===== config.mk =====
export PLATFORM = sky130hd
export DESIGN_NAME = buffer_reader_flat
export DESIGN_NICKNAME = d
export VERILOG_FILES = /design/src/wu_bus_pkg.sv /design/src/wu_cfg_pkg.sv /design/src/word_stream_if.sv /design/src/buffer_reader.sv /design/src/flat_wrapper.sv
export SDC_FILE = /design/constraint.sdc
export NUM_CORES = 1
export LEC_CHECK = 0
export ABC_AREA = 1
export BUFFER_PORTS_ARGS = -buffer_cell sky130_fd_sc_hd__clkbuf_2
export CAP_MARGIN = 25
export CORE_MARGIN = 2
export CORE_UTILIZATION = 38
export DETAILED_ROUTE_END_ITERATION = 8
export GPL_TIMING_DRIVEN = 0
export PLACE_DENSITY_LB_ADDON = 0.15
export SETUP_SLACK_MARGIN = 0.3
export SLEW_MARGIN = 20
export SYNTH_ARGS = -nofsm -noshare
export SYNTH_HDL_FRONTEND = slang
export SYNTH_SLANG_ARGS = --single-unit

===== constraint.sdc =====
create_clock -name clk -period 2.85 [get_ports clk]
set_input_delay 0.57 -clock clk [delete_from_list [all_inputs] [get_ports clk]]
set_output_delay 0.57 -clock clk [all_outputs]
set_load 0.05 [all_outputs]

===== src/wu_bus_pkg.sv =====
`default_nettype none

package wu_bus_pkg;

   // master databus address and data widths
   localparam int AXI_ADDR_W = 32;
   localparam int AXI_DATA_W = 32;

   // one strobe bit per byte lane
   localparam int STRB_W = AXI_DATA_W / 8;

   // beat count of one burst
   // a burst carries at most 2**LEN_W-1 beats
   localparam int LEN_W = 8;

   // only full-word writes are issued
   localparam logic [STRB_W-1:0] WSTRB_ALL = '1;

endpackage

`default_nettype wire


===== src/wu_cfg_pkg.sv =====
`default_nettype none

package wu_cfg_pkg;

   import wu_bus_pkg::*;

   // top address bit of the local buffer picks the ping-pong half
   localparam int BUF_ADDR_W = 8;
   localparam int BUF_DEPTH  = 2 ** BUF_ADDR_W;

   // datapath word
   localparam int DATA_W = 32;

   // store pattern counters
   localparam int LOOP_W  = 7;
   localparam int DELAY_W = 8;

   typedef struct packed {
      logic [BUF_ADDR_W-1:0] store_start;
      logic [BUF_ADDR_W-1:0] store_incr;
      logic [BUF_ADDR_W-1:0] store_stride;
      logic [LOOP_W-1:0]     store_period;
      logic [LOOP_W-1:0]     store_iter;
      logic [DELAY_W-1:0]    store_delay;
      logic                  xfer_enable;
      logic [BUF_ADDR_W-1:0] xfer_amount;
      logic [AXI_ADDR_W-1:0] xfer_ext_addr;
      logic [LEN_W-1:0]      xfer_len;
      logic [AXI_ADDR_W-1:0] xfer_addr_stride;
      logic                  ping_pong;
   } wu_cfg_t;

endpackage

`default_nettype wire

===== src/word_stream_if.sv =====
`timescale 1ns/100ps
`default_nettype none

interface word_stream_if
   import wu_cfg_pkg::*;
();

   logic              valid;
   logic              ready;
   logic [DATA_W-1:0] data;
   // final word of the whole transfer
   logic              last;

   modport src (output valid, output data, output last, input ready);
   modport dst (input valid, input data, input last, output ready);

endinterface

`default_nettype wire


===== src/buffer_reader.sv =====
`timescale 1ns/100ps
`default_nettype none

module buffer_reader
   import wu_cfg_pkg::*;
(
   input  wire                   clk,
   input  wire                   rst,
   input  wire                   run_i,
   input  wire wu_cfg_t          cfg_i,
   input  wire                   half_i,
   output logic                  re_o,
   output logic [BUF_ADDR_W-1:0] raddr_o,
   input  wire  [DATA_W-1:0]     rdata_i,
   word_stream_if.src            out
);

   logic                  busy_q;
   logic [BUF_ADDR_W-1:0] idx_q;
   // word sitting on the RAM output
   logic                  pend_v_q;
   logic                  pend_last_q;
   // word parked while the bus stalls
   logic                  hold_v_q;
   logic                  hold_last_q;
   logic [DATA_W-1:0]     hold_data_q;
   logic                  pop;
   logic                  issue;
   logic                  idx_last;

   assign pop      = out.valid && out.ready;
   // read only if the holding register is free after this edge
   assign issue    = busy_q && (!hold_v_q || pop);
   assign idx_last = (idx_q == BUF_ADDR_W'(cfg_i.xfer_amount - 1'b1));

   assign re_o    = issue;
   assign raddr_o = {half_i, idx_q[BUF_ADDR_W-2:0]};

   // hold is always older than the RAM word
   assign out.valid = hold_v_q || pend_v_q;
   assign out.data  = hold_v_q ? hold_data_q : rdata_i;
   assign out.last  = hold_v_q ? hold_last_q : pend_last_q;

   always_ff @(posedge clk or posedge rst) begin
      if (rst) begin
         busy_q <= 1'b0;
         idx_q  <= '0;
      end else if (run_i) begin
         busy_q <= cfg_i.xfer_enable && (cfg_i.xfer_amount != '0);
         idx_q  <= '0;
      end else if (issue) begin
         idx_q <= idx_q + 1'b1;
         if (idx_last) begin
            busy_q <= 1'b0;
         end
      end
   end

   always_ff @(posedge clk or posedge rst) begin
      if (rst) begin
         pend_v_q    <= 1'b0;
         pend_last_q <= 1'b0;
         hold_v_q    <= 1'b0;
      end else begin
         pend_v_q <= issue || (pend_v_q && hold_v_q && !pop);
         if (issue) begin
            pend_last_q <= idx_last;
         end
         if (hold_v_q) begin
            hold_v_q <= !pop || pend_v_q;
         end else begin
            hold_v_q <= pend_v_q && !pop;
         end
      end
   end

   // RAM word moves into hold when hold drains or when the bus stalls
   always_ff @(posedge clk) begin
      if (pend_v_q && (hold_v_q == pop)) begin
         hold_data_q <= rdata_i;
         hold_last_q <= pend_last_q;
      end
   end

endmodule

`default_nettype wire


===== src/flat_wrapper.sv =====
// flat-port wrapper written by rule: the top's interface ports become plain ports
module buffer_reader_flat import wu_cfg_pkg::*;
  (clk, rst, run_i, cfg_i, half_i, re_o, raddr_o, rdata_i, out_valid, out_data, out_last, out_ready);
  word_stream_if out_i ();
  input  wire clk;
  input  wire rst;
  input  wire run_i;
  input  wire wu_cfg_t cfg_i;
  input  wire half_i;
  output logic re_o;
  output logic [BUF_ADDR_W-1:0] raddr_o;
  input  wire  [DATA_W-1:0] rdata_i;
  output wire logic [$bits(out_i.valid)-1:0] out_valid;
  output wire logic [$bits(out_i.data)-1:0] out_data;
  output wire logic [$bits(out_i.last)-1:0] out_last;
  input wire logic [$bits(out_i.ready)-1:0] out_ready;
  assign out_valid = out_i.valid;
  assign out_data = out_i.data;
  assign out_last = out_i.last;
  assign out_i.ready = out_ready;
  buffer_reader u_core (.clk(clk), .rst(rst), .run_i(run_i), .cfg_i(cfg_i), .half_i(half_i), .re_o(re_o), .raddr_o(raddr_o), .rdata_i(rdata_i), .out(out_i));
endmodule

Word-level counts from Yosys, hierarchy flattened
Cells that the tools add are included.
{"block": "word_totals", "ram_bits": 0, "mem_bits_ro": 0, "memories": 0, "output_inout_bits": 43, "wordCells": 36, "latch_bits": 0, "in_bits": 165, "regBits": 45}
{"block": "classes", "n_bitwise": 0, "order_cmp": 0, "n_mux": 8, "n_div": 0, "n_shift": 0, "multipliers": 0, "n_eq_ne": 2, "reduce_logical": 17, "n_addsub": 2}
{"cell": "2-to-1 mux 32 bit", "count": 1}
{"cell": "2-to-1 mux 8 bit", "count": 2}
{"cell": "adder 8 x 1 -> 8 bit, second input constant", "count": 1}
{"cell": "== test 8 bit", "count": 1}
{"cell": "nonzero test 8 bit", "count": 1}
{"cell": "subtractor 8 x 1 -> 8 bit, second input constant", "count": 1}
{"cell": "logical AND 1 bit", "count": 7}
{"cell": "2-to-1 mux 1 bit", "count": 5}
{"cell": "logical OR 1 bit", "count": 4}
{"cell": "nonzero test 2 bit", "count": 2}
{"cell": "logical NOT 1 bit", "count": 2}
{"cell": "AND reduction 2 bit", "count": 1}
{"cell": "== test 1 bit", "count": 1}

Logic depth before layout (Yosys ltp)
Gate-level depths: netlist of the first run.
{"block": "depth", "depth_word": 6, "mapped_depth": 12, "mapped_depth_nobuf": 12}

Worst setup path after synthesis of the first run
No wires, ideal clock.
{"block": "synth_timing", "path_type": "in2reg", "from": "input out_ready", "to": "register u_core.hold_data_q[0], enable pin", "setup_ps": 423, "arrival_ps": 2129, "path_slack_ps": 298, "required_time_ps": 2427, "stages": 3, "n_path_buf": 0, "cell_sequence": "inv_2 -> o21ai_0 -> nor2_1"}
{"block": "synth_via", "elab_chain_len": 3}
{"item": "start, declared", "line_no": "flat_wrapper.sv:16", "source": "input wire logic [$bits(out_i.ready)-1:0] out_ready;"}
{"item": "logical AND 1 bit", "line_no": "buffer_reader.sv:31", "source": "assign pop = out.valid && out.ready;"}
{"item": "== test 1 bit", "line_no": "buffer_reader.sv:79", "source": "if (pend_v_q && (hold_v_q == pop)) begin"}
{"item": "logical AND 1 bit", "line_no": "buffer_reader.sv:79"}
{"item": "end signal, assigned", "line_no": "buffer_reader.sv:80", "source": "hold_data_q <= rdata_i;"}
{"item": "end, declared", "line_no": "buffer_reader.sv:26", "source": "logic [DATA_W-1:0] hold_data_q;"}
Every way passes these cells.
A chain may end at the register's enable or synchronous reset.

Worst setup path in the final report of the first run
{"block": "layout_timing", "from": "register u_core.hold_v_q", "to": "output out_data[3]"}
{"block": "layout_via", "elab_chain_len": 1}
{"item": "start, declared", "line_no": "buffer_reader.sv:24", "source": "logic hold_v_q;"}
{"item": "start signal, assigned", "line_no": "buffer_reader.sv:70", "source": "hold_v_q <= !pop || pend_v_q;"}
{"item": "start signal, assigned", "line_no": "buffer_reader.sv:72", "source": "hold_v_q <= pend_v_q && !pop;"}
{"item": "2-to-1 mux 32 bit", "line_no": "buffer_reader.sv:41", "source": "assign out.data = hold_v_q ? hold_data_q : rdata_i;"}
{"item": "end, declared", "line_no": "flat_wrapper.sv:14", "source": "output wire logic [$bits(out_i.data)-1:0] out_data;"}
Every way passes these cells.

==> out/metrics.cfg, run 1 <==
[clock_tree]
insertion_delay_ns=0.30
cts-root-buf=clkbuf_8
cts_tree=done
post_cts_buffers=0
h-tree-depth=2
clock-sinks=45
cts_inserted_buffers=5
clock_path_buffers=2
clk_pin_slew_ns=0.08
ctsResizeCount=0
hold_buffers=0

[yosys]
yosysMostFrequentCell=nand2_1
synth_edf_count=33
ys_top_cells_by_area=edfxtp_1 (41%), nand2_1 (22%), dfrtp_1 (12%), inv_1 (3.2%), nand3_1 (2.7%)
synth_top_area_cell=edfxtp_1
synth_top_family_by_area=simple AND/OR/NAND/NOR gates
synth_mux_area_frac=0
yosysWarnings=0
ys_ff_latch=45
syn-mean-instance-area_sq_um=8.38
synth_compound_area_frac=0.0318
synth_simple_gate_area_frac=0.335
syn_nets=459
synth_top_cell_area_share=0.406
synth_cell_types=27
synth_common_cells=nand2_1 (142), edfxtp_1 (33), inv_1 (21)
synthesis.area_sq_um=2440
syn-instance-count=291
yosysSeqAreaShare=0.530
yosys.area_share.adder=0.0154
synth_ff_type=edfxtp_1
postSynth.asyncResetShare=0.267
synth_xor_area_frac=0.0108

[critical_path]
crit_fanout=10
crit_buf_inv=4
worst_ep_required_time_ns=2.28
crit_path_end_kind=output port
cp_slowest_cell=dfrtp_1
timing_worst_setup_path_type=reg2out
rr_endpoint=u_core.hold_data_q[27]
cp_slowest_stage_delay_ns=0.38
arrival_ns=1.69
startpoint_type=register
crit_chain=buf_6 > clkinv_4 > clkbuf_1 > nand2_1 > nand2_1 > clkbuf_2
rr_worst_depth=4
crit_family=buffers and inverters
r2r_start=u_core.hold_v_q
rrSetupSlack_ns=1.35
crit_path_frequent_cell=nand2_1

[sta]
setup_viol=0
slew_headroom=0.679
hold_viol_final=0
grt_setup_unrepaired=no
timing.final.crit_share=0.793
tightest_slew_ns=0.481
slew_viol_final=0
timing.final.ws_setup_ns=0.589
clock_skew_ns=0.0103
hold-worst-slack_ns=0.264
tns_ns=0
max_clock_freq_ghz=0.442
min_period_ns=2.26

[hold_path]
hold_class=in2async

[global_routing]
grt_max_degree=27
antenna_found_initial=2
grt_usage=0.176
grt_overflow=0
grt_pass1_wl_um=9700
grt_pass1_vias=1986

[routing]
dr.pass1.iters=4
via_per_inst=4.55
drt-total-wl_um=6020
avgRoutedWirePerCell_um=12.9
via_count=2119
ant_nets=0
drt-initial-drc-count=67
drcViolationCount=0

[place]
place_ws_ns=0.877
place.gp.congestion=0.881
dpl_cell_area_sq_um=3000
dp_hpwl_um=4920
place_inst=456
portBuffers=87

[power_and_ir_drop]
leakagePower_nw=1.59
peakVddDrop_uv=343
power.total_mw=2.18
p_per_area_nw_per_um2=705

[floorplan]
io_pins=208
die_width_um=84.1
die_area_sq_um=7070
rows=29
fp.coreArea_sq_um=6280
die_height_um=84.1
start_util=0.388

[job]
max_cap_viol_count=0

[final_layout]
fin_cells=466
num-nets-final=554
drive_above_1_share=0.313
utilization=0.492
fillerInstances=641
fin_area_sq_um=3090
syn2layout_area_growth_pct=26.7

[outcome]
outcome=complete, no violations

worst register-to-register path, cell delays in order (launching register included):
cell and delay [ns]:
dfrtp_1 0.34, buf_6 0.15, o21ai_0 0.18, nor2_4 0.29, buf_12 0.24
sequential cells by signal, summed over array words and instances (netlist names):
signal	count
u_core.busy_q	1
u_core.idx_q	8
u_core.hold_v_q	1
u_core.hold_data_q	32
u_core.pend_last_q	1
u_core.pend_v_q	1
u_core.hold_last_q	1
worst max path at each step:
stage	start	slack (ns)	cells after the start	end
global placement	out_ready	0.28	4	u_core.hold_data_q[0]
finish	u_core.hold_v_q	0.59	6	out_data[3]
floorplan	u_core.hold_v_q	0.68	2	out_last
detailed placement	u_core.hold_v_q	0.88	6	out_data[9]
global route	u_core.hold_v_q	0.42	6	out_data[7]
CTS	u_core.hold_v_q	0.54	6	out_data[9]
cell usage in the layout, fill, tap and decap left out, types with 3 or more instances in the layout:
cell type / n
a21oi_1: 3
buf_4: 8
clkbuf_1: 6
clkbuf_2: 87
clkbuf_8: 5
dfrtp_1: 12
edfxtp_1: 33
ha_1: 3
inv_1: 21
nand2_1: 142
nand2_2: 4
nand3_1: 13
nor2_1: 15
nor2_4: 4
o21ai_0: 9
final cells by class:
| cell class | count | area (sq um) | share of cell area |
|---|---|---|---|
| sequential | 45 | 1290 | 0.418 |
| multi-input combinational | 207 | 966 | 0.313 |
| timing repair buffer | 88 | 455 | 0.147 |
| tap | 77 | 96.3 | 0.0312 |
| inverter | 24 | 95.1 | 0.0308 |
| buffer | 15 | 93.8 | 0.0304 |
| clock buffer | 5 | 68.8 | 0.0223 |
| clock inverter | 3 | 17.5 | 0.00567 |
| antenna | 2 | 5.00 | 0.00162 |
report_power, final:
group | internal (mW) | switching (mW) | leakage (nW) | total (mW)
clock | 0.170 | 0.221 | 0.0456 | 0.391
sequential | 0.787 | 0.0213 | 0.469 | 0.808
combinational | 0.214 | 0.766 | 1.07 | 0.981
logic make-up after synthesis:
logic type | count (synthesis)
DFF | 45
buffers and inverters | 39
adders and majority gates | 3
AOI/OAI and AO/OA | 15
xor gates and xnor gates | 3
and+or+nand+nor | 186
layer usage:
metal	vias to the layer above	global-route usage	wire (um)
met5	-	0	0
met4	0	0.0792	216
li1	1105	-	-
met1	931	0.215	2500
met3	13	0.0317	256
met2	70	0.302	3050
No activity file was read; power rests on OpenSTA's default activity.
==> inputs of run 2 (changes only) <==
clock period = 2.25 ns   (was 2.85 ns; I/O delays follow)
==> out/metrics.cfg, run 2 (same netlist as run 1, synthesis figures left out) <==
[critical_path]
worst_ep_required_time_ns=1.80  ; -0.48 ns
crit_fanout=10  ; unchanged
crit_chain=buf_6 > clkinv_4 > buf_4 > nand2_1 > nand2_1 > clkbuf_4
crit_path_end_kind=output port
crit_path_frequent_cell=nand2_1
cp_slowest_stage_delay_ns=0.38  ; about the same
startpoint_type=register
timing_worst_setup_path_type=reg2out
arrival_ns=1.42  ; -0.27 ns
cp_slowest_cell=dfrtp_1

[place]
dpl_cell_area_sq_um=3010  ; +0.25%
place_inst=456  ; unchanged
portBuffers=87  ; unchanged
place.gp.congestion=0.857  ; -2.7%
dp_hpwl_um=4780  ; -2.7%

[global_routing]
grt_pass1_vias=1965  ; -1.1%
grt_usage=0.173  ; -0.00265
grt_pass1_wl_um=9560  ; -1.5%
grt_max_degree=25  ; -7.4%
grt_overflow=0  ; unchanged
antenna_found_initial=1  ; -1

[power_and_ir_drop]
peakVddDrop_uv=544  ; +59%
power.switching_mw=1.28  ; +27%
p_per_area_nw_per_um2=928  ; +32%
leakagePower_nw=1.64  ; +3.2%
p_seq_frac=0.343  ; -0.028
p_int_mw=1.70  ; +46%
p_clk_frac=0.201  ; +0.022
combPwrFrac=0.457  ; +0.007
switching_share=0.429  ; -0.0337

[final_layout]
final_cell_mix=nand2_1 (142), clkbuf_2 (59), edfxtp_1 (33)
utilization=0.513  ; +0.0205
largestRegisters=u_core.hold_data_q: 32 flops, u_core.idx_q: 8 flops
fillerInstances=640  ; -0.16%
largest_reg_flops=32  ; unchanged
fin_area_sq_um=3220  ; +4.2%
final_common_cell=nand2_1
fin_cells=465  ; -0.21%
num-nets-final=554  ; unchanged
regMostFlops=u_core.hold_data_q
syn2layout_area_growth_pct=32.0
drive_above_1_share=0.326  ; +0.0129

[sta]
timing.final.crit_share=0.833
hold_viol_final=0  ; unchanged
setup_viol=0  ; unchanged
clock_skew_ns=0.00810  ; -0.00222 ns
slew_viol_final=0  ; unchanged
slew_headroom=0.662  ; -0.0172
tns_ns=0  ; unchanged
max_clock_freq_ghz=0.534
grt_setup_unrepaired=no
min_period_ns=1.87
tightest_slew_ns=0.506  ; +0.0258 ns

[routing]
via_per_inst=4.57  ; +0.55%
dr_wl_met3_um=359  ; +40%
top_layer=met4
ant_nets=0  ; unchanged
wl_met1_um=2560  ; +2.4%
avgRoutedWirePerCell_um=13.0  ; +0.33%
wl_met2_um=3030  ; -0.56%
drcViolationCount=0  ; unchanged
drt-initial-drc-count=107  ; +60%
drt-total-wl_um=6030  ; +0.12%
dr.pass1.iters=4  ; unchanged
via_count=2126  ; +0.33%

[clock_tree]
post_cts_buffers=0  ; unchanged
h-tree-depth=2  ; unchanged
clock-sinks=45  ; unchanged
clock_path_buffers=2  ; unchanged
insertion_delay_ns=0.30  ; about the same
cts-root-buf=clkbuf_8
clk_pin_slew_ns=0.09  ; about the same
hold_buffers=0  ; unchanged
cts_tree=done
cts_inserted_buffers=5  ; unchanged

[floorplan]
start_util=0.388  ; unchanged
rows=29  ; unchanged
die_area_sq_um=7070  ; unchanged
fp.coreArea_sq_um=6280  ; unchanged
die_width_um=84.1  ; unchanged
io_pins=208  ; unchanged
die_height_um=84.1  ; unchanged

[hold_path]
hold_class=in2async

[outcome]
outcome=complete, no violations

[job]
max_cap_viol_count=0  ; unchanged

[run 2: cell count changes in the layout (fill, tap and decap cells not counted), sizes merged]
cell,before,now
buf,10,29
bufinv,0,1
clkbuf,98,80
clkinv,4,2
diode,2,1
[run 2: routing by layer]
metal  up-vias  GRT usage
met1       950      0.219
met4         0     0.0645
met5         -          0
met3         6     0.0386
met2        69      0.290
li1       1101          -
[run 2: worst paths after layout]
path                       slack, ns               start                endpoint  cells after the start
max                             0.38     u_core.hold_v_q            out_data[28]                      6
min                             0.15                 rst         u_core.idx_q[3]                      2
max reg2reg                     0.69     u_core.hold_v_q   u_core.hold_data_q[2]                      4
min reg2reg                     0.45  u_core.pend_last_q      u_core.hold_last_q                      0
max in group asynchronous       1.76                 rst      u_core.pend_last_q                      2
min in group clk                0.34         rdata_i[22]  u_core.hold_data_q[22]                      1
[run 2: stage by stage]
step           total power [mW]  hold slack (ns)  setup WS (ns)
2_1_floorplan              1.98            0.315          0.349
3_3_place_gp               2.28            0.427         -0.203
3_5_place_dp               2.31            0.437          0.382
4_1_cts                    2.97            0.168          0.302
5_1_grt                    3.13            0.193          0.302
6_report                   2.99            0.145          0.376
[run 2: area by class of cell]
cell class	count	area [sq um]	area share
sequential	45	1290	0.401
multi-input combinational	207	966	0.300
timing repair buffer	88	552	0.171
buffer	15	109	0.0338
tap	77	96.3	0.0299
inverter	24	95.1	0.0295
clock buffer	6	72.6	0.0226
clock inverter	2	33.8	0.0105
antenna	1	2.50	0.000778
[run 2: power groups by stage]
| stage | combinational (mW) | sequential (mW) | clock [mW] |
|---|---|---|---|
| after global placement | 1.24 | 1.04 | 0 |
| after detailed placement | 1.27 | 1.04 | 0 |
| after CTS | 1.33 | 1.02 | 0.616 |
| final | 1.36 | 1.02 | 0.599 |
| after global routing | 1.46 | 1.03 | 0.639 |
| after floorplan | 0.942 | 1.04 | 0 |
[run 2: worst max-delay path: cells and delay by family, from the launching register on]
| kind | cells | cell delay, ns |
|---|---|---|
| simple gates | 2 | 0.13 |
| flops | 1 | 0.38 |
| buf+inv | 4 | 0.62 |
[run 2: repair_timing]
| item | CTS | global route |
|---|---|---|
| setup endpoints to repair | 32 | 32 |
| resized for setup | 30 | 42 |
| gates cloned | 0 | 0 |
