==> config.mk <==
export PLATFORM = sky130hd
export DESIGN_NAME = store_addr_gen
export DESIGN_NICKNAME = d
export VERILOG_FILES = /design/src/wu_bus_pkg.sv /design/src/wu_cfg_pkg.sv /design/src/store_addr_gen.sv
export SDC_FILE = /design/constraint.sdc
export NUM_CORES = 1
export LEC_CHECK = 0
export BUFFER_PORTS_ARGS = -buffer_cell sky130_fd_sc_hd__buf_4
export CORE_MARGIN = 5
export CORE_UTILIZATION = 47
export CTS_BUF_LIST = sky130_fd_sc_hd__clkbuf_16
export CTS_CLUSTER_DIAMETER = 50
export DETAILED_ROUTE_END_ITERATION = 8
export PLACE_DENSITY = 0.82
export SLEW_MARGIN = 20
export SYNTH_ARGS = -nofsm -noshare
export SYNTH_HDL_FRONTEND = slang
export SYNTH_SLANG_ARGS = --single-unit
==> constraint.sdc <==
create_clock -name clk -period 3.4 [get_ports clk]
set_clock_uncertainty 0.15 [all_clocks]
set_input_delay 0.17 -clock clk [delete_from_list [all_inputs] [get_ports clk]]
set_output_delay 0.17 -clock clk [all_outputs]
set_load 0.01 [all_outputs]
==> src/wu_bus_pkg.sv <==
`default_nettype none

package wu_bus_pkg;

   // master databus address and data widths
   localparam int AXI_ADDR_W = 32;
   localparam int AXI_DATA_W = 32;

   // one strobe bit per byte lane
   localparam int STRB_W = AXI_DATA_W / 8;

   // beat count of one burst
   // a burst carries at most 2**LEN_W-1 beats
   localparam int LEN_W = 8;

   // only full-word writes are issued
   localparam logic [STRB_W-1:0] WSTRB_ALL = '1;

endpackage

`default_nettype wire

==> src/wu_cfg_pkg.sv <==
`default_nettype none

package wu_cfg_pkg;

   import wu_bus_pkg::*;

   // top address bit of the local buffer picks the ping-pong half
   localparam int BUF_ADDR_W = 8;
   localparam int BUF_DEPTH  = 2 ** BUF_ADDR_W;

   // datapath word
   localparam int DATA_W = 32;

   // store pattern counters
   localparam int LOOP_W  = 7;
   localparam int DELAY_W = 8;

   typedef struct packed {
      logic [BUF_ADDR_W-1:0] store_start;
      logic [BUF_ADDR_W-1:0] store_incr;
      logic [BUF_ADDR_W-1:0] store_stride;
      logic [LOOP_W-1:0]     store_period;
      logic [LOOP_W-1:0]     store_iter;
      logic [DELAY_W-1:0]    store_delay;
      logic                  xfer_enable;
      logic [BUF_ADDR_W-1:0] xfer_amount;
      logic [AXI_ADDR_W-1:0] xfer_ext_addr;
      logic [LEN_W-1:0]      xfer_len;
      logic [AXI_ADDR_W-1:0] xfer_addr_stride;
      logic                  ping_pong;
   } wu_cfg_t;

endpackage

`default_nettype wire
==> src/store_addr_gen.sv <==
`timescale 1ns/100ps
`default_nettype none

module store_addr_gen
   import wu_cfg_pkg::*;
(
   input  wire                    clk,
   input  wire                    rst,
   input  wire                    run_i,
   input  wire wu_cfg_t           cfg_i,
   input  wire                    half_i,
   output logic                   we_o,
   output logic [BUF_ADDR_W-1:0]  addr_o,
   output logic                   done_o
);

   logic                  busy_q;
   logic [DELAY_W-1:0]    dly_q;
   logic [LOOP_W-1:0]     j_q;
   logic [LOOP_W-1:0]     i_q;
   logic [BUF_ADDR_W-1:0] addr_q;
   logic [BUF_ADDR_W-1:0] row_q;
   logic                  step;
   logic                  inner_end;
   logic                  outer_end;

   // one write per cycle once the delay has run out
   assign step      = busy_q && (dly_q == '0);
   assign inner_end = (j_q == cfg_i.store_period - 1'b1);
   assign outer_end = (i_q == cfg_i.store_iter - 1'b1);

   assign we_o   = step;
   // wrap inside one half and take the half bit from ping-pong state
   assign addr_o = {half_i, addr_q[BUF_ADDR_W-2:0]};

   always_ff @(posedge clk or posedge rst) begin
      if (rst) begin
         busy_q <= 1'b0;
         done_o <= 1'b1;
         dly_q  <= '0;
         j_q    <= '0;
         i_q    <= '0;
         addr_q <= '0;
         row_q  <= '0;
      end else if (run_i) begin
         dly_q  <= cfg_i.store_delay;
         j_q    <= '0;
         i_q    <= '0;
         addr_q <= cfg_i.store_start;
         row_q  <= cfg_i.store_start;
         // empty pattern finishes right away
         if (cfg_i.store_period == '0 || cfg_i.store_iter == '0) begin
            busy_q <= 1'b0;
            done_o <= 1'b1;
         end else begin
            busy_q <= 1'b1;
            done_o <= 1'b0;
         end
      end else if (busy_q) begin
         if (dly_q != '0) begin
            dly_q <= dly_q - 1'b1;
         end else if (inner_end) begin
            j_q <= '0;
            if (outer_end) begin
               busy_q <= 1'b0;
               done_o <= 1'b1;
            end else begin
               // next row starts one stride past the previous row base
               i_q    <= i_q + 1'b1;
               row_q  <= row_q + cfg_i.store_stride;
               addr_q <= row_q + cfg_i.store_stride;
            end
         end else begin
            j_q    <= j_q + 1'b1;
            addr_q <= addr_q + cfg_i.store_incr;
         end
      end
   end

endmodule

`default_nettype wire

Word level (Yosys, flattened, before mapping):

Cells that the tools add are included.
Widths: inputs -> output; s select.

* word-level logic and storage cells: 67
* output and inout bits: 10
* bits in registers: 40

* multiplexer cells: 33
* reductions and logical operators: 15
* eq/ne operators: 5
* add/sub/neg operators: 7

Operators by type and width (number)
* $mux 8: 12
* $mux 7: 9
* $add 8x8->8: 2
* $add 7x1->7 const B: 2
* $eq 7x7->1: 2
* $logic_not 7->1: 2
* $sub 7x1->7 const B: 2
* $mux 1: 12
* $logic_not 8->1: 1
* $reduce_and 4->1: 2
* $reduce_bool 2->1: 4
* $reduce_bool 8->1: 1
* $sub 8x1->8 const B: 1
* $ne 2x2->1 const B: 2
* $reduce_and 2->1: 2
* $ne 3x3->1 const B: 1
* $reduce_and 3->1: 1
* $logic_and 1x1->1: 1
* $logic_or 1x1->1: 1

Logic depth before layout (Yosys ltp):

Gate-level depths: netlist of run 1.

* depth in word-level cells: 7
* mapped depth: 11

Worst setup path after synthesis of run 1:

Ideal clock, no wire load.

* path kind: register -> register
* from: reg dly_q[3]
* to: reg i_q[6]
* buffers on the path: 2
* setup time: 0.136 ns
* clock period less this slack: 2.829 ns
* path slack: 0.571 ns
* arrival: 2.543 ns
* cell stages (with the launch flop): 10
* data required time: 3.114 ns
* cell sequence: dfrtp_1 or4_4 or4b_4 clkinv_1 nand2_2 or3b_4 buf_6 buf_2 o31ai_1 a21oi_1

* cells in the longest elaborated chain, start to end: 3

RTL lines
* from (decl): RTL line store_addr_gen.sv:18 `logic [DELAY_W-1:0] dly_q;`
* from (signal assigned): RTL line store_addr_gen.sv:46 `dly_q <= cfg_i.store_delay;`
* from (signal assigned): RTL line store_addr_gen.sv:61 `dly_q <= dly_q - 1'b1;`
* $reduce_bool 8->1: RTL line store_addr_gen.sv:60 `if (dly_q != '0) begin`
* $ne 2x2->1 (no line)
* $reduce_and 4->1 (no line)
* to (signal assigned): RTL line store_addr_gen.sv:69 `i_q <= i_q + 1'b1;`
* to (decl): RTL line store_addr_gen.sv:20 `logic [LOOP_W-1:0] i_q;`

Every way passes these cells.
A chain may end at the register's enable or synchronous reset.

Worst setup path in the final report of run 1:

* from: reg dly_q[3]
* to: reg i_q[3]

The elaborated chain is that of the path after synthesis.

==> results.txt, run 1 <==
- The tightest hold path in the finished design has a slack of 0.0110 ns.
* Final worst path period need: 2.98 ns
* Cts hold-fix bufs: 13
- Yosys mapped a number of flops with a built-in enable equal to 0.
* Data required, critical path: 3.46 ns
- Share of the yosys chip area belonging to registers: 33.2%
* Post-synthesis cell count: 322
- The die covers 0.00777 mm².
- Excluding fillers, the count of instances in the completed layout stands at 465.
* Number of global-route vias before repair: 2601
- Initial cell density of the core: 48.5%
* Number of warnings printed during yosys synthesis: 0
- Per-instance average area after synthesis: 8.91 µm²
- For this run, the post-layout net count is 543.
* Diode count: 0
* Sequential Power Share: 34.9%
- Summed over all cells, the static leakage comes to 1.71 nW.
* Post-CTS clock slew at the launch and capture registers of the worst setup and hold paths: 0.06 ns
- Largest net degree at the start of global routing: 51
* Die height: 88.1 µm
- The worst setup path is captured at a flip-flop.
- After synthesis, the share of flip-flops with an asynchronous set or reset is 100%.
- Setup violations remaining at the end of the flow were counted as 0.
* Area delta synth->final: 28.2%
- Avg Vias per Cell: 5.51
- Synthesized flop and latch total: 38
- Cell type with the highest aggregate area in the netlist: dfrtp_1
- Worst setup path endpoint: i_q[3]
- HPWL Detailed: 4870 µm
- Sorting the synthesized cells by area gives the leading types as dfrtp_1 (32%), ha_1 (8.7%), xnor2_1 (6.1%).
* Drc violations: 0
* Max-cap violations: 0
- Setup Fix Bufs, Post-CTS: 0
- Total net switching power: 0.382 mW
* Max Fclk: 335 MHz
- The critical path starts at dly_q[3].
- Data on the critical path arrives at its endpoint at 3.04 ns.
* Worst Tran Pin Value: 0.612 ns
- After the first detailed-routing iteration, the DRC count stood at 122.
* Count of placed standard cells including taps: 444
- The routed design has 6920 µm of wire.
- The initialized floorplan defines 28 standard-cell rows.
- Unique cell type count in the Yosys netlist: 54
- The pre-antenna-repair detailed-routing pass consisted of 4 iterations.
- Fraction of final layout cells sized beyond drive strength 1: 22.1%
* Combinational group share of total power: 23.0%
- Net count of the mapped netlist: 476
* Combined area of all synthesized cells: 0.00287 mm²
- In the global route stage, overall resource usage came out at 19.2%.
* Global-route wire length before repair: 11800 µm
- Worst-case vdd ir drop: 0.226 mV
- Worst-case clock buffer depth: 2
- Final GP Congestion: 0.865
* Clock latency reported for the late side of the worst-skew pair: 0.28 ns
* CTS Buf Count: 5
- The run finished with clean final reports.
- Minimum setup slack among reg-to-reg paths: 0.42 ns
- CTS Sinks: 38
- Sw Ratio: 26.1%
* Number of routed nets with antenna violations: 0
* Cell internal pwr: 1.08 mW
- The core region is 0.00592 mm².
* Number of antenna violations at the first check in global routing: 0
* Final setup TNS: 0 ns
- CTS H-tree lvls: 2
- STA classifies the critical path startpoint as a flip-flop.
- Setup repair after global routing left no endpoint under its margin.
* Clock tree from TritonCTS: built
- Power density over cell area: 397 mW/mm²
- R2R Path End: i_q[3]
* Gates resized, CTS repair: 0
- Global routing finished with a remaining overflow of 0.
- Root Buffer: clkbuf_16
- Critical path fanouts, max: 11
- 142 I/O pins were placed.
- Post-route clock period utilization: 87.7%
* Number of max-slew violations in the final report: 0
- Measured against its own limit, the worst slew margin works out to 59.2%.
* Part of the total power dissipated in the clock network: 42.0%
- Startpoint of the most critical register-to-register path: dly_q[3]
* Worst setup path category: flip-flop to flip-flop
- Buffers placed on the I/O ports in this run total 54.
* Worst min path class: input port to flip-flop
- From left edge to right edge, the die measures 88.1 µm.
- Area fraction of the dominant cell type after synthesis: 32.3%
- Overall via count from detail_route: 2562
- For this run, the leading register cell type out of synthesis is dfrtp_1.
- For the worst flop-to-flop path, the logic depth is 8.
- Hold Vio Cnt, Final: 0
- In the final routed layout, each cell accounts on average for 14.9 µm.
## how the worst min path moves through the flow
stage                    start        to  depth (start not counted)  slack (ns)
global route         cfg_i[84]  dly_q[2]                          3        0.01
finish              cfg_i[121]  row_q[1]                          3        0.01
CTS                  cfg_i[84]  dly_q[2]                          3       0.005
floorplan            cfg_i[88]  dly_q[6]                          2        0.14
detailed placement         rst    j_q[3]                          3        0.18
global placement           rst  dly_q[0]                          3        0.18
## power by group through the flow
stage | Clock (mW) | Combinational (mW) | Sequential [mW]
final | 0.613 | 0.336 | 0.510
after global routing | 0.638 | 0.377 | 0.514
after CTS | 0.618 | 0.338 | 0.510
after detailed placement | 0 | 0.318 | 0.517
after global placement | 0 | 0.305 | 0.515
after floorplan | 0 | 0.207 | 0.515
## through the flow
step                      instance area [µm²]  utilization, %  setup WS [ns]  power (mW)
after floorplan                          2870               -          0.571       0.722
after global placement                   3350            56.7          0.345       0.820
after detailed placement                 3350            56.7          0.276       0.835
after CTS                                3680            62.1          0.411        1.47
after global routing                     3680            62.1          0.296        1.53
final                                    3680            62.1          0.417        1.46
## kinds of logic after synthesis
logic type      Yosys count  synth area share [%]
xor+xnor                 35                  10.7
flops                    38                  33.2
compound gates           78                  16.3
buf+inv                  34                  4.93
mux                      18                  6.58
fa+ha+maj                22                  10.1
simple gates             97                  18.2
## state kept, by name (all words and copies together) (netlist names)
signal,count
j_q,7
row_q,7
dly_q,8
done_o,1
busy_q,1
i_q,7
addr_q,7
## routing by layer
| layer | GRT usage [%] | routed length, µm | vias to the layer above |
|---|---|---|---|
| li1 | - | - | 1265 |
| met1 | 24.4 | 3040 | 1236 |
| met2 | 34.7 | 3480 | 56 |
| met3 | 2.92 | 358 | 5 |
| met4 | 3.57 | 46 | 0 |
| met5 | 0 | 0 | - |
## layout make-up
cell class                 count  area [µm²]
fill                         506        2240
multi-input combinational    250        1780
sequential                    38         952
timing repair buffer          72         573
clock buffer                   5         125
tap                           75        93.8
inverter                      22        82.6
clock inverter                 3        68.8
## placed cells by master, fill, tap and decap left out, types with 3 or more instances in the layout
master,Yosys,final
a21o_1,4,4
a21oi_1,19,19
a31oi_1,3,3
buf_4,1,59
clkbuf_16,0,5
dfrtp_1,37,37
dlygate4sd3_1,0,13
ha_1,20,20
inv_1,21,21
mux2_2,6,6
mux2i_1,11,11
nand2_1,23,23
nand3_1,9,9
nor2_1,17,17
nor2b_1,6,6
nor3_1,7,7
nor4_1,6,5
o21ai_0,28,28
o21ai_1,3,3
o21bai_1,3,3
or3_1,9,9
or3b_2,3,3
xnor2_1,20,20
xor2_1,15,15
## cells in the mapped netlist (4+ instances only)
cell and instances:
inv_1 21, mux2_2 6, clkbuf_1 8, nor4_1 6, o21ai_0 28, mux2i_1 11, nor3_1 7, nor2b_1 6
nand3_1 9, or3_1 9, a21o_1 4, ha_1 20, nor2_1 17, nand2_1 23, xnor2_1 20, a21oi_1 19
dfrtp_1 37, xor2_1 15
## worst max-delay path, stage by stage, from the launching register on
cell and delay [ns]:
dfrtp_1 0.42, or4_4 0.53, or4b_4 0.51, clkinv_1 0.07, nand2_2 0.05, or3b_4 0.45, buf_4 0.22, or3_1 0.35
a21oi_1 0.15
Note: power is estimated with default switching activity, not from simulation.
==> inputs of run 2 (changes only) <==
ABC_AREA = 1   (was not set)
CORE_UTILIZATION = 49   (was 47)
==> results.txt, run 2 <==
- The total via count after detailed routing came to 3362 (was 2562).
- The share of cells above drive strength 1 came to 14.9% (was 22.1%).
* Number of antenna violations at the first check in global routing: 0 (unchanged)
- The number of filler instances in the final layout came to 640 (was 506).
- Largest net degree at the start of global routing: 39 (was 51)
- The wire length reported by the detailed router came to 8090 µm (was 6920 µm).
- Commonest cells after routing, fill and taps aside: nand2_1 (156), nand3_1 (71), buf_4 (57) (was buf_4 (59), dfrtp_1 (37), o21ai_0 (28))
- Largest cells by area after synthesis: dfrtp_1 (28%), nand2_1 (18%), nand3_1 (11%) (was dfrtp_1 (32%), ha_1 (8.7%), xnor2_1 (6.1%)).
- The growth of design area from synthesis to finish is 20.9% (was 28.2%).
- Clock latency reported for the late side of the worst-skew pair: 0.28 ns (about the same)
- Placeable Area: 0.00668 mm² (was 0.00592 mm²)
- The TritonCTS clock tree is built (unchanged).
- The total CTS buffers is 5 (unchanged).
- Detail-routed net length per standard cell: 12.8 µm (was 14.9 µm)
- The total of flip-flops plus latches after synthesis came to 38 (unchanged).
* Gates resized, CTS repair: 0 (unchanged)
- The synthesis warning total is 0 (unchanged).
* Root Buffer: clkbuf_16 (unchanged)
* Max-cap violations: 0 (unchanged)
- Number of synthesized flops with an enable pin: 0 (unchanged)
- The element type at the critical path end was a flip-flop (unchanged).
- Final count of negative-setup-slack endpoints: 0 (unchanged)
- Per-instance average area after synthesis: 6.70 µm² (was 8.91 µm²)
- Critical path fanouts, max: 13 (was 11)
- The total track usage came to 19.4% (was 19.2%).
- The start point of the worst min-delay path is cfg_i[87] (was cfg_i[121]).
* IO buf count: 54 (unchanged)
- Post-CTS clock slew at the launch and capture registers of the worst setup and hold paths: 0.06 ns (about the same)
- The share of synthesized area occupied by flip-flops and latches was 28.8% (was 33.2%).
- Status: finished with violations (was finished, final reports clean).
- The post-synthesis instance total was 493 (was 322).
- Worst Tran Pin Value: 0.491 ns (was 0.612 ns)
- Leading cell type by number of instances after synthesis: nand2_1 (was dfrtp_1)
- Global-route wire length before repair: 13700 µm (was 11800 µm)
- The final reports fail on negative hold slack.
- The final-report hold violation count came to 1 (was 0).
- The minimum clock period was 2.20 ns (was 2.98 ns).
- The CTS sink count is 38 (unchanged).
* Worst-case vdd ir drop: 0.281 mV (was 0.226 mV)
- Slew Limit Headroom: 67.3% (was 59.2%)
* CTS H-tree lvls: 2 (unchanged)
* Cell type with the highest aggregate area in the netlist: dfrtp_1 (unchanged)
- Data required, critical path: 3.41 ns (was 3.46 ns)
- The flip-flop count of the largest register, all copies and words added came to 8 (unchanged).
- Startpoint of the most critical register-to-register path: j_q[0] (was dly_q[3])
- Commonest cells in the netlist: nand2_1 (156), nand3_1 (71), inv_1 (56) (was dfrtp_1 (37), o21ai_0 (28), nand2_1 (23))
- The via density per instance came to 5.32 (was 5.51).
- The launch point of the critical path was j_q[0] (was dly_q[3]).
* HPWL Detailed: 6290 µm (was 4870 µm)
* Drc violations: 0 (unchanged)
* Nature of the critical path startpoint: flip-flop (unchanged)
- The leakage power was 2.18 nW (was 1.71 nW).
- Multi-input gate area: 0.00205 mm² (was 0.00178 mm²)
- The combined flip-flop and latch cell area came to 952 µm² (unchanged).
- The boundary pin count came to 142 (unchanged).
* Combined area of all synthesized cells: 0.00330 mm² (was 0.00287 mm²)
* Unique cell type count in the Yosys netlist: 33 (was 54)
* Net count of the mapped netlist: 647 (was 476)
- The worst hold slack was -0.0000601 ns (was 0.0110 ns).
- The net count of the finished layout came to 705 (was 543).
* Synth Flop Type: dfrtp_1 (unchanged)
- Pre-antenna DRT Iters: 5 (was 4)
- Final setup TNS: 0 ns (unchanged)
* Max Fclk: 454 MHz (was 335 MHz)
- The final core utilization is 59.8% (was 62.1%).
- Number of routed nets with antenna violations: 0 (unchanged)
- The total inserted antenna cells came to 0 (unchanged).
* Largest register by flop count: dly_q (unchanged)
- Post-route clock period utilization: 64.8% (was 87.7%)
* Power density over cell area: 405 mW/mm² (was 397 mW/mm²)
- Initial cell density of the core: 49.5% (was 48.5%)
- The async set-or-reset flop fraction in the synthesized netlist was 100% (unchanged).
* Number of max-slew violations in the final report: 0 (unchanged)
* Number of global-route vias before repair: 3228 (was 2601)
* Arrival time at the worst endpoint: 2.21 ns (was 3.04 ns)
- The total number of placement rows came to 30 (was 28).
* Worst-case clock buffer depth: 2 (unchanged)
* Starting DRT DRC Count: 240 (was 122)
* Die Footprint: 0.00849 mm² (was 0.00777 mm²)
* Area fraction of the dominant cell type after synthesis: 28.0% (was 32.3%)
* Die Wd: 92.1 µm (was 88.1 µm)
* RSZ-0062 raised after global routing: no (unchanged)
- The kind of path behind the tightest hold check is input port to flip-flop (unchanged).
* Final GP Congestion: 0.957 (was 0.865)
* Worst setup path category: flip-flop to flip-flop (unchanged)
* GRT overflow: 0 (unchanged)
- The commonest non-fill, non-tap cell in the layout was nand2_1 (was buf_4).
* Die height: 92.1 µm (was 88.1 µm)
[run 2: changes by cell type after synthesis, sizes merged, moves of 15 or more]
cell	before	now
nand2	24	160
nand3	9	71
inv	21	62
nor2	17	38
o21ai	31	14
nand4	1	16
[run 2: critical path, stage by stage (launching register included)]
cell and delay (ns):
dfrtp_1 0.39, inv_2 0.06, nand2_1 0.06, nand2_1 0.05, nor2_1 0.17, nand3_1 0.17
nor3_4 0.34, nand2_4 0.15, nor2_4 0.14, nand2_4 0.13, nand2_4 0.16, o21ai_0 0.10
[run 2: layout make-up]
type / count / share of cell area [%]
Clock inverter: 3 / 1.13
Sequential cell: 38 / 23.8
Inverter: 62 / 5.83
Tap cell: 80 / 2.51
Multi-Input combinational cell: 381 / 51.3
Clock buffer: 5 / 3.13
Timing Repair Buffer: 63 / 12.2
[run 2: repair_timing]
item,in CTS,in global routing
hold buffers,6,0
hold endpoints to repair,42,0
buffers inserted,0,0
setup endpoints to repair,0,0
[run 2: where the power goes]
part           switching (mW)  internal [mW]
clock                   0.185          0.346
combinational           0.305          0.232
sequential             0.0445          0.505
total                   0.534           1.08
[run 2: cells by family (layout without fill, tap and decap cells)]
family                   after synthesis  count (layout)  synth area share [%]
AND/OR/NAND/NOR                      294             294                  39.5
buffers and inverters                 74             133                  9.13
flip-flops                            38              38                  28.8
AO/OA/AOI/OAI                         36              36                  6.13
XOR/XNOR                              29              29                  7.69
adder cells (fa/ha/maj)               22              22                  8.78
[run 2: layer usage]
layer / part of all wire, % / vias up / global-route usage [%]
li1: - / 1708 / -
met1: 44 / 1534 / 24.2
met2: 48 / 105 / 33.4
met3: 6.0 / 15 / 3.53
met4: 1.9 / 0 / 7.43
met5: 0 / - / 0
[run 2: worst paths after layout]
check	cells after the start	slack, ns	end
max	11	1.20	i_q[5]
min	3	-0.00006	dly_q[5]
max reg2reg	11	1.20	i_q[5]
min reg2reg	2	0.36	row_q[0]
max in group asynchronous	4	2.32	done_o
min in group asynchronous	4	0.42	dly_q[4]
[run 2: stage by stage]
stage / total power [mW] / std cells / hold WS [ns] / worst slack (ns) / instance area (µm²)
6_report: 1.62 / 632 / -0.0000601 / 1.20 / 3990
5_1_grt: 1.72 / 632 / 0.0299 / 0.895 / 3990
4_1_cts: 1.63 / 632 / 0.00263 / 1.20 / 3990
3_5_place_dp: 1.08 / 618 / 0.172 / 1.01 / 3760
3_3_place_gp: 1.07 / 618 / 0.176 / 1.06 / 3760
2_1_floorplan: 0.915 / 493 / 0.153 / 1.48 / 3300
